`src/hw/dbg_pkg.sv`:
```
package dbg_pkg;

    // width of the accumulated value and of every bank register
    localparam int DATA_W = 32;

    // command codes in the order of the command letters R W A S
    typedef enum logic [1:0] {
        CMD_READ    = 2'd0,
        CMD_WRITE   = 2'd1,
        CMD_ADDR    = 2'd2,
        CMD_SPECIAL = 2'd3
    } cmd_e;

    // ascii command letters
    localparam logic [7:0] CH_READ    = 8'h52; // 'R'
    localparam logic [7:0] CH_WRITE   = 8'h57; // 'W'
    localparam logic [7:0] CH_ADDR    = 8'h41; // 'A'
    localparam logic [7:0] CH_SPECIAL = 8'h53; // 'S'

    // terminator, flushes the pending command without opening a new one
    localparam logic [7:0] CH_END     = 8'h45; // 'E'

endpackage

```
`src/hw/cmd_decoder.sv`:
```
module cmd_decoder (
    input  logic                      i_clk,
    input  logic                      i_rst_n,
    input  logic [7:0]                i_char,
    input  logic                      i_stb,
    output dbg_pkg::cmd_e             o_cmd,
    output logic [dbg_pkg::DATA_W-1:0] o_value,
    output logic                      o_cmd_stb,
    output logic                      o_err
);

    import dbg_pkg::*;

    // character classes produced by stage one
    typedef enum logic [1:0] {
        CLS_DIGIT,
        CLS_CMD,
        CLS_END,
        CLS_BAD
    } char_cls_e;

    // stage one registers
    logic              s1_vld;
    char_cls_e         s1_cls;
    logic [3:0]        s1_nib;
    cmd_e              s1_cmd;

    // stage two state
    logic              pend_vld;  // a command letter is waiting for its value
    cmd_e              pend_cmd;
    logic [DATA_W-1:0] acc;

    always_ff @(posedge i_clk or negedge i_rst_n) begin
        if (!i_rst_n) s1_vld <= 1'b0;
        else          s1_vld <= i_stb;
    end

    // classify the incoming character
    always_ff @(posedge i_clk) begin
        if (i_stb) begin
            s1_nib <= i_char[3:0];
            s1_cmd <= CMD_SPECIAL;
            case (i_char) inside
                [8'h30:8'h39]: s1_cls <= CLS_DIGIT;  // '0'..'9'
                [8'h61:8'h66]: begin                 // 'a'..'f'
                    s1_cls <= CLS_DIGIT;
                    s1_nib <= i_char[3:0] + 4'd9;
                end
                CH_READ: begin
                    s1_cls <= CLS_CMD;
                    s1_cmd <= CMD_READ;
                end
                CH_WRITE: begin
                    s1_cls <= CLS_CMD;
                    s1_cmd <= CMD_WRITE;
                end
                CH_ADDR: begin
                    s1_cls <= CLS_CMD;
                    s1_cmd <= CMD_ADDR;
                end
                CH_SPECIAL: s1_cls <= CLS_CMD;
                CH_END:     s1_cls <= CLS_END;
                default:    s1_cls <= CLS_BAD;
            endcase
        end
    end

    // stage two control
    always_ff @(posedge i_clk or negedge i_rst_n) begin
        if (!i_rst_n) begin
            pend_vld  <= 1'b0;
            o_cmd_stb <= 1'b0;
            o_err     <= 1'b0;
        end else begin
            o_cmd_stb <= 1'b0;
            o_err     <= 1'b0;
            if (s1_vld) begin
                case (s1_cls)
                    CLS_CMD, CLS_END: begin
                        o_cmd_stb <= pend_vld;  // flush only if something was pending
                        pend_vld  <= (s1_cls == CLS_CMD);
                    end
                    CLS_BAD: begin
                        pend_vld <= 1'b0;  // drop the half-built command
                        o_err    <= 1'b1;
                    end
                    default: ;
                endcase
            end
        end
    end

    // stage two data path
    always_ff @(posedge i_clk) begin
        if (s1_vld) begin
            if (s1_cls == CLS_DIGIT && pend_vld)
                acc <= {acc[DATA_W-5:0], s1_nib};  // new digit enters from the right
            if (s1_cls == CLS_CMD || s1_cls == CLS_END) begin
                o_cmd    <= pend_cmd;
                o_value  <= acc;
                pend_cmd <= s1_cmd;
                acc      <= '0;
            end
        end
    end

endmodule

```
`src/hw/cmd_exec.sv`:
```
module cmd_exec #(
    parameter int REG_COUNT = 8
) (
    input  logic                         i_clk,
    input  logic                         i_rst_n,
    input  dbg_pkg::cmd_e                i_cmd,
    input  logic [dbg_pkg::DATA_W-1:0]   i_value,
    input  logic                         i_cmd_stb,
    output logic [dbg_pkg::DATA_W-1:0]   o_rd_data,
    output logic                         o_rd_valid,
    output logic [$clog2(REG_COUNT)-1:0] o_addr
);

    import dbg_pkg::*;

    localparam int AW = $clog2(REG_COUNT);

    logic [DATA_W-1:0] bank [REG_COUNT];

    logic do_read;
    logic do_write;
    logic do_addr;

    assign do_read  = i_cmd_stb && (i_cmd == CMD_READ);
    assign do_write = i_cmd_stb && (i_cmd == CMD_WRITE);
    assign do_addr  = i_cmd_stb && (i_cmd == CMD_ADDR);

    // address register and read strobe
    always_ff @(posedge i_clk or negedge i_rst_n) begin
        if (!i_rst_n) begin
            o_addr     <= '0;
            o_rd_valid <= 1'b0;
        end else begin
            o_rd_valid <= do_read;
            if (do_addr)
                o_addr <= i_value[AW-1:0];  // wraps modulo REG_COUNT
            else if (do_read || do_write)
                o_addr <= o_addr + 1'b1;
        end
    end

    // register bank, comes up all zero
    always_ff @(posedge i_clk or negedge i_rst_n) begin
        if (!i_rst_n) begin
            for (int i = 0; i < REG_COUNT; i++) begin
                bank[i] <= '0;
            end
        end else if (do_write) begin
            bank[o_addr] <= i_value;
        end
    end

    // read data goes out with o_rd_valid
    always_ff @(posedge i_clk) begin
        if (do_read) o_rd_data <= bank[o_addr];
    end

endmodule

```
`src/hw/dbg_bridge_top.sv`:
```
module dbg_bridge_top #(
    parameter logic [15:0] CLKS_PER_BIT = 16'd8,
    parameter int          REG_COUNT    = 8
) (
    input  logic                         i_clk,
    input  logic                         i_rst_n,
    input  logic                         i_rx,
    output logic [dbg_pkg::DATA_W-1:0]   o_rd_data,
    output logic                         o_rd_valid,
    output logic [$clog2(REG_COUNT)-1:0] o_addr,
    output logic                         o_err
);

    import dbg_pkg::*;

    logic [7:0]        rx_byte;
    logic              rx_stb;
    cmd_e              cmd;
    logic [DATA_W-1:0] cmd_value;
    logic              cmd_stb;

    // serial line to bytes
    uart_rx #(
        .CLKS_PER_BIT(CLKS_PER_BIT)
    ) u_uart_rx (
        .i_clk    (i_clk),
        .i_rst_n  (i_rst_n),
        .i_rx     (i_rx),
        .o_rx_byte(rx_byte),
        .o_rx_stb (rx_stb)
    );

    // bytes to command words
    cmd_decoder u_cmd_decoder (
        .i_clk    (i_clk),
        .i_rst_n  (i_rst_n),
        .i_char   (rx_byte),
        .i_stb    (rx_stb),
        .o_cmd    (cmd),
        .o_value  (cmd_value),
        .o_cmd_stb(cmd_stb),
        .o_err    (o_err)
    );

    // command words to register accesses
    cmd_exec #(
        .REG_COUNT(REG_COUNT)
    ) u_cmd_exec (
        .i_clk     (i_clk),
        .i_rst_n   (i_rst_n),
        .i_cmd     (cmd),
        .i_value   (cmd_value),
        .i_cmd_stb (cmd_stb),
        .o_rd_data (o_rd_data),
        .o_rd_valid(o_rd_valid),
        .o_addr    (o_addr)
    );

endmodule

```
`src/hw/uart_rx.sv`:
```
module uart_rx #(
    parameter logic [15:0] CLKS_PER_BIT = 16'd8
) (
    input  logic       i_clk,
    input  logic       i_rst_n,
    input  logic       i_rx,
    output logic [7:0] o_rx_byte,
    output logic       o_rx_stb
);

    localparam logic [15:0] HALF_BIT = CLKS_PER_BIT >> 1;

    typedef enum logic [1:0] {
        RX_IDLE,
        RX_START,
        RX_DATA,
        RX_STOP
    } rx_state_e;

    rx_state_e   state;
    logic [1:0]  rx_sync;  // two-flop synchronizer
    logic        rx_prev;  // previous synchronized level for edge detect
    logic [15:0] clk_cnt;
    logic [2:0]  bit_idx;
    logic [7:0]  shift;

    always_ff @(posedge i_clk or negedge i_rst_n) begin
        if (!i_rst_n) begin
            rx_sync  <= 2'b11;  // idle line is high
            rx_prev  <= 1'b1;
            state    <= RX_IDLE;
            clk_cnt  <= '0;
            bit_idx  <= '0;
            o_rx_stb <= 1'b0;
        end else begin
            rx_sync  <= {rx_sync[0], i_rx};
            rx_prev  <= rx_sync[1];
            o_rx_stb <= 1'b0;
            case (state)
                RX_IDLE: begin
                    clk_cnt <= '0;
                    bit_idx <= '0;
                    if (rx_prev && !rx_sync[1]) state <= RX_START; // falling start edge
                end
                RX_START: begin
                    clk_cnt <= clk_cnt + 16'd1;
                    if (clk_cnt == HALF_BIT - 16'd1) begin
                        clk_cnt <= '0;
                        // glitch rejection at the middle of the start bit
                        state   <= rx_sync[1] ? RX_IDLE : RX_DATA;
                    end
                end
                RX_DATA: begin
                    clk_cnt <= clk_cnt + 16'd1;
                    if (clk_cnt == CLKS_PER_BIT - 16'd1) begin
                        clk_cnt <= '0;
                        bit_idx <= bit_idx + 3'd1;
                        if (bit_idx == 3'd7) state <= RX_STOP;
                    end
                end
                RX_STOP: begin
                    clk_cnt <= clk_cnt + 16'd1;
                    if (clk_cnt == CLKS_PER_BIT - 16'd1) begin
                        clk_cnt  <= '0;
                        state    <= RX_IDLE;
                        o_rx_stb <= rx_sync[1];  // low stop bit drops the frame
                    end
                end
                default: state <= RX_IDLE;
            endcase
        end
    end

    // data path, lsb arrives first
    always_ff @(posedge i_clk) begin
        if (state == RX_DATA && clk_cnt == CLKS_PER_BIT - 16'd1)
            shift <= {rx_sync[1], shift[7:1]};
        if (state == RX_STOP && clk_cnt == CLKS_PER_BIT - 16'd1 && rx_sync[1])
            o_rx_byte <= shift;  // held until the next good frame
    end

endmodule

```
`config.mk`:
```
export PLATFORM = sky130hd
export DESIGN_NAME = dbg_bridge_top
export DESIGN_NICKNAME = d
export VERILOG_FILES = /design/src/hw/dbg_pkg.sv /design/src/hw/cmd_decoder.sv /design/src/hw/cmd_exec.sv /design/src/hw/dbg_bridge_top.sv /design/src/hw/uart_rx.sv
export SDC_FILE = /design/constraint.sdc
export NUM_CORES = 1
export LEC_CHECK = 0
export ABC_AREA = 1
export BUFFER_PORTS_ARGS = -buffer_cell sky130_fd_sc_hd__buf_4
export CORE_UTILIZATION = 50
export CTS_CLUSTER_SIZE = 24
export DETAILED_ROUTE_END_ITERATION = 10
export MAX_ROUTING_LAYER = met4
export PLACE_DENSITY_LB_ADDON = 0.08
export SYNTH_ARGS = -nofsm -noshare
export SYNTH_HDL_FRONTEND = slang
export SYNTH_SLANG_ARGS = --single-unit
```
`constraint.sdc`:
```
create_clock -name i_clk -period 3.7 [get_ports i_clk]
set_clock_uncertainty 0.15 [all_clocks]
set_input_delay 0.37 -clock i_clk [delete_from_list [all_inputs] [get_ports i_clk]]
set_output_delay 0.37 -clock i_clk [all_outputs]
set_load 0.01 [all_outputs]
```
==> flow_summary.json, run 1 <==
{
  "rsz0062_at_grt": "false",
  "top_layer_used": "met4",
  "slew_violations": 0,
  "cpPeakStageDelay_ns": 0.64,
  "syn_area_per_cell_um2": 9.812,
  "leakagePower_nw": 8.206,
  "crit_top_cell": "inv_2",
  "power_frac_clock_pct": 45.9,
  "post_cts_buffers": 0,
  "regToRegSetupSlack_ns": 0.98,
  "syn_inst": 1704,
  "viasPerCell": 5.266,
  "dr_wl_met2_mm": 18.41,
  "drc": 0,
  "maxCapViolations": 0,
  "grt_first_pass_wirelength_mm": 62.38,
  "die_w_um": 184.9,
  "path_depth": 7,
  "cp_max_fo": 48,
  "place_ws_ns": 1.010,
  "slew-limit-headroom_pct": 43.50,
  "ys_seq_area_share_pct": 65.55,
  "fmaxAchievable_ghz": 0.3671,
  "antenna_found_initial": 0,
  "post_cts_resized": 0,
  "slowest_stage": "inv_2",
  "layout.nets": 1759,
  "place.port_buffers": 39,
  "insertion_delay_ns": 0.54,
  "drtIter0Drc": 795,
  "num_io_pins": 40,
  "placed_cell_area_um2": 17580,
  "p_sw_mw": 1.958,
  "syn_nets": 1719,
  "crit_type": "flop to flop",
  "cts_buffers": 44,
  "wl_per_cell_um": 17.56,
  "antennaDiodeCount": 0,
  "clkTransAtPathRegs_ns": 0.06,
  "track_usage_pct": 24.69,
  "ys_warn_count": 0,
  "status": "completed",
  "required_ns": 3.95,
  "cp_num_buf_inv": 3,
  "hold_buffers": 2,
  "r2r-end": "u_cmd_exec.bank[164]",
  "core_area_um2": 32700,
  "share_comb_of_total_power_pct": 2.6,
  "syn_area_um2": 16720,
  "p_sw_share_pct": 21.12,
  "intPower_mw": 7.314,
  "holdPathEnd": "u_uart_rx.rx_sync[1]",
  "p_seq_share_pct": 51.5,
  "overflow": 0,
  "min-delay-start": "u_uart_rx.rx_sync[0]",
  "grt_start_max_net_pins": 90,
  "synth.distinct_cells": 32,
  "wirelength_mm": 38.98,
  "endpoint_kind": "flop",
  "grt_pass1_vias": 11460,
  "syn_to_final_growth_pct": 13.66,
  "min_path_type": "flop to flop",
  "drive_gt1_share_pct": 8.886,
  "setup-tns-final_ns": 0,
  "die_y_um": 184.9,
  "timing.final.ws_setup_ns": 0.9757,
  "cts_root_buf": "clkbuf_16",
  "fin_crit_ns": 2.724,
  "wl_met3_mm": 2.060,
  "drtAntennaViolNets": 0,
  "post-route-cell-area_um2": 19000,
  "finalHoldViolCount": 0,
  "async_reset_ff_share_pct": 69.98,
  "ff2ff_path_depth": 7,
  "start_kind": "flop",
  "h-tree-depth": 2,
  "finalSetupViolCount": 0,
  "gp_congestion": 0.8805,
  "ys.flop_type": "dfrtp_1",
  "vias": 11690,
  "firstDrtPassIters": 5,
  "dp_hpwl_mm": 24.20,
  "cts_buffer_depth": 3,
  "power.density_nw_per_um2": 487.9,
  "initial_core_util_pct": 51.13,
  "vdd_drop_max_uv": 436.3,
  "min_path_cells": 0,
  "reg2reg_from": "u_cmd_exec.o_addr[0]",
  "cts_sinks": 413,
  "cts_tree": "done",
  "period_share_pct": 73.63,
  "tightestPinTransition_ns": 0.8463,
  "m1WireLength_mm": 17.41,
  "ys_ff_latch": 413,
  "cp.arrival_ns": 2.97,
  "crit_chain": "inv_2, nand3_1, inv_2, nand2_2, buf_4, nand2_1, o21ai_1",
  "fp-row-count": 66,
  "total_power_mw": 9.273,
  "synth_edf_count": 124,
  "die-area_um2": 34180,
  "cp_top_family": "buffers and inverters"
}
[registers in the layout (all words and copies together) (netlist names), 3 cells and up, named ones only]
register,flops
u_cmd_exec.bank,256
u_cmd_decoder.acc,32
u_cmd_decoder.o_value,32
u_cmd_exec.o_rd_data,32
u_uart_rx.clk_cnt,16
u_uart_rx.o_rx_byte,8
u_uart_rx.shift,8
u_cmd_decoder.s1_nib,4
u_cmd_exec.o_addr,3
u_uart_rx.bit_idx,3
[cells in the mapped netlist (2+ instances only)]
| library cell | number | area [um^2] |
|---|---|---|
| clkbuf_1 | 54 | 202.7 |
| xnor2_1 | 5 | 43.79 |
| buf_2 | 22 | 110.1 |
| inv_1 | 174 | 653.1 |
| o21ai_1 | 75 | 375.4 |
| nand4_1 | 30 | 187.7 |
| nor2_2 | 4 | 25.02 |
| o21ai_0 | 185 | 925.9 |
| ha_1 | 12 | 150.1 |
| inv_2 | 11 | 41.29 |
| nand3b_1 | 4 | 30.03 |
| edfxtp_1 | 124 | 3724 |
| dfrtp_1 | 286 | 7157 |
| a21oi_1 | 60 | 300.3 |
| dfstp_2 | 3 | 78.83 |
| nor3_1 | 6 | 30.03 |
| a22oi_1 | 29 | 217.7 |
| o2bb2ai_1 | 2 | 17.52 |
| nand2_1 | 413 | 1550 |
| nand3_1 | 28 | 140.1 |
| o22ai_1 | 10 | 62.56 |
| o211ai_1 | 3 | 22.52 |
| xor2_1 | 5 | 43.79 |
| nor4_1 | 3 | 18.77 |
| nor2_1 | 149 | 559.3 |
[area by class of cell]
type	count	area, um^2
fill	2882	13700
sequential	413	10960
multi-input combinational	1029	4788
clock buffer	64	1269
inverter	185	694.4
timing repair buffer	71	608.1
tap	442	553.0
clock inverter	16	131.4
[how the worst max path moves through the flow]
stage                                       from                       to  slack, ns
final                       u_cmd_exec.o_addr[0]     u_cmd_exec.bank[164]       0.98
after global routing        u_cmd_exec.o_addr[0]     u_cmd_exec.bank[186]       0.76
after CTS                   u_cmd_exec.o_addr[0]     u_cmd_exec.bank[166]       0.99
after detailed placement    u_cmd_exec.o_addr[0]     u_cmd_exec.bank[163]       1.01
after global placement      u_cmd_exec.o_addr[0]     u_cmd_exec.bank[167]       1.08
after floorplan           u_cmd_decoder.o_cmd[1]  u_cmd_exec.o_rd_data[0]       1.11
[metrics by stage]
step | util (%) | instances | hold WS, ns
final | 58.11 | 2220 | 0.2055
after global routing | 58.11 | 2220 | 0.2129
after CTS | 58.11 | 2220 | 0.2060
after detailed placement | 53.77 | 2138 | 0.1975
after global placement | 53.77 | 2138 | 0.1964
after floorplan | - | 1704 | -0.07559
[layer usage]
metal	GRT usage, %	vias up
met5	-	-
met4	7.471	0
met3	3.559	73
met2	39.95	294
met1	32.39	5663
li1	-	5660
[kinds of logic after synthesis]
family,share of synthesized area [%]
and+or+nand+nor,15.30
DFF,65.55
AOI/OAI and AO/OA,11.69
buffers and inverters,6.047
adders and majority gates,0.8980
xor gates and xnor gates,0.5238
[cells in the final DEF, fill, tap and decap left out, types with 12 or more instances in the layout]
cell / netlist / routed
a21oi_1: 60 / 60
nand3_1: 28 / 28
edfxtp_1: 124 / 124
nor2_1: 149 / 148
inv_1: 174 / 174
ha_1: 12 / 12
buf_4: 0 / 63
dfrtp_1: 286 / 286
o21ai_1: 75 / 75
clkbuf_1: 54 / 13
nand4_1: 30 / 30
o21ai_0: 185 / 185
clkbuf_16: 0 / 46
a22oi_1: 29 / 29
nand2_1: 413 / 409
[power by group through the flow]
stage	registers, mW	clock network, mW	logic (mW)
global placement	4.86	0	0.250
global route	4.78	4.52	0.294
detailed placement	4.86	0	0.254
floorplan	4.85	0	0.139
finish	4.77	4.25	0.246
CTS	4.77	4.34	0.256
No activity file was read; power rests on OpenSTA's default activity.
==> inputs of run 2 (changes only) <==
- clock period: 3.7 -> 2.6 ns (I/O delays scaled with it)
==> run 2 against run 1 <==
Compared with the run above:
- via count up 0.67%
- non-clock buffer count grew 14
- worst setup slack worse by 0.65 ns
- critical path type unchanged
- first-iteration DRC count rose by 8.6%
- cell count is 0.81% higher
- critical endpoint is now u_cmd_exec.o_rd_data[18]
- largest power group unchanged
- core utilization increased by 1.1 points
==> flow_summary.json, run 2 (synthesis results as in run 1) <==
{
  "wirelength_mm": 40.06,
  "slew-limit-headroom_pct": 51.99,
  "place_ws_ns": 0.3729,
  "cts_buffer_depth": 3,
  "power.density_nw_per_um2": 710.6,
  "place.port_buffers": 39,
  "intPower_mw": 10.86,
  "crit_top_cell": "inv_2",
  "p_seq_share_pct": 49.4,
  "tightestPinTransition_ns": 0.7192,
  "track_usage_pct": 25.65,
  "die-area_um2": 34180,
  "timing.final.ws_setup_ns": 0.3263,
  "fin_crit_ns": 2.274,
  "core_area_um2": 32700,
  "period_share_pct": 87.45,
  "crit_chain": "inv_2, nand3_1, inv_2, buf_4, a22oi_1, nand4_1",
  "grt_pass1_vias": 11720,
  "fmaxAchievable_ghz": 0.4398,
  "final_common_cell": "nand2_1",
  "reg2reg_from": "u_cmd_exec.o_addr[0]",
  "ff2ff_path_depth": 6,
  "whs_ns": 0.1493,
  "wl_per_cell_um": 17.90,
  "post_cts_buffers": 0,
  "regToRegSetupSlack_ns": 0.33,
  "clkTransAtPathRegs_ns": 0.06,
  "endpoint_kind": "flop",
  "startpoint": "u_cmd_exec.o_addr[0]",
  "gp_congestion": 0.8236,
  "layout.nets": 1774,
  "num_io_pins": 40,
  "status": "completed",
  "p_sw_mw": 2.887,
  "cts_buffers": 45,
  "p_sw_share_pct": 21.00,
  "setup-tns-final_ns": 0,
  "antenna_found_initial": 0,
  "finalHoldViolCount": 0,
  "leakagePower_nw": 8.395,
  "total_power_mw": 13.75,
  "drtAntennaViolNets": 0,
  "multi_input_area_um2": 4788,
  "power_frac_clock_pct": 48.0,
  "largest_register": "u_cmd_exec.bank",
  "die_w_um": 184.9,
  "fp-row-count": 66,
  "r2r-end": "u_cmd_exec.o_rd_data[18]",
  "h-tree-depth": 2,
  "start_kind": "flop",
  "fin_cells": 2238,
  "die_y_um": 184.9,
  "placed_cells": 2152,
  "largest_register_ffs": 256,
  "seqCellArea_um2": 10960,
  "share_comb_of_total_power_pct": 2.6,
  "cts_tree": "done",
  "fillers": 2843,
  "finalSetupViolCount": 0,
  "drive_gt1_share_pct": 10.08,
  "maxCapViolations": 0,
  "required_ns": 2.84,
  "antennaDiodeCount": 0,
  "cts_sinks": 413,
  "vias": 11770,
  "drtIter0Drc": 863,
  "dp_hpwl_mm": 24.58,
  "crit_type": "flop to flop",
  "slowest_stage": "inv_2",
  "cp_top_family": "buffers and inverters",
  "viasPerCell": 5.258,
  "initial_core_util_pct": 51.13,
  "cp.arrival_ns": 2.51,
  "drc": 0,
  "grt_first_pass_wirelength_mm": 64.69,
  "slew_violations": 0,
  "cp_num_buf_inv": 3,
  "rsz0062_at_grt": "false",
  "cpPeakStageDelay_ns": 0.54,
  "cts_root_buf": "clkbuf_16",
  "syn_to_final_growth_pct": 15.74,
  "mostFrequentLayoutCells": "409 x nand2_1, 286 x dfrtp_1, 185 x o21ai_0",
  "grt_start_max_net_pins": 74,
  "overflow": 0,
  "cp_max_fo": 22,
  "insertion_delay_ns": 0.55,
  "firstDrtPassIters": 5,
  "vdd_drop_max_uv": 547.0,
  "min_path_type": "input pin to async pin"
}
==> run 2: layer usage <==
layer / GRT usage, % / vias up / part of all wire [%]
met5: - / - / 0
met4: 6.479 / 0 / 1.9
met3: 4.680 / 67 / 6.3
met2: 40.14 / 305 / 46
met1: 34.73 / 5704 / 45
li1: - / 5692 / -
==> run 2: how the worst max path moves through the flow <==
stage | end | depth (start not counted) | slack (ns)
after floorplan | u_cmd_exec.o_rd_data[0] | 3 | 0.01
after global placement | u_cmd_exec.o_rd_data[29] | 8 | 0.38
after detailed placement | u_cmd_exec.bank[179] | 7 | 0.37
after CTS | u_cmd_exec.o_rd_data[18] | 6 | 0.34
after global routing | u_cmd_exec.bank[169] | 7 | 0.20
final | u_cmd_exec.o_rd_data[18] | 6 | 0.33
==> run 2: cell type report <==
type                       instances  share of cell area [%]
inverter                         185                   3.589
multi-input combinational       1029                   24.74
timing repair buffer              85                   4.138
clock buffer                      60                   6.750
tap                              442                   2.858
sequential                       413                   56.63
clock inverter                    24                   1.287
==> run 2: power by group through the flow <==
stage	clock network [mW]	logic, mW	registers (mW)
6_report	6.60	0.356	6.79
5_1_grt	7.00	0.419	6.80
4_1_cts	6.74	0.368	6.79
3_5_place_dp	0	0.365	6.92
3_3_place_gp	0	0.362	6.91
2_1_floorplan	0	0.198	6.90
==> run 2: metrics by stage <==
| step | cell area, um^2 | util, % |
|---|---|---|
| 2_1_floorplan | 16720 | - |
| 3_3_place_gp | 17780 | 54.36 |
| 3_5_place_dp | 17780 | 54.36 |
| 4_1_cts | 19350 | 59.18 |
| 5_1_grt | 19350 | 59.18 |
| 6_report | 19350 | 59.18 |
==> run 2: repair_timing <==
item | CTS | global route
hold buffers | 2 | 0
gates resized for setup | 0 | 0
endpoints found under the hold margin | 83 | 0
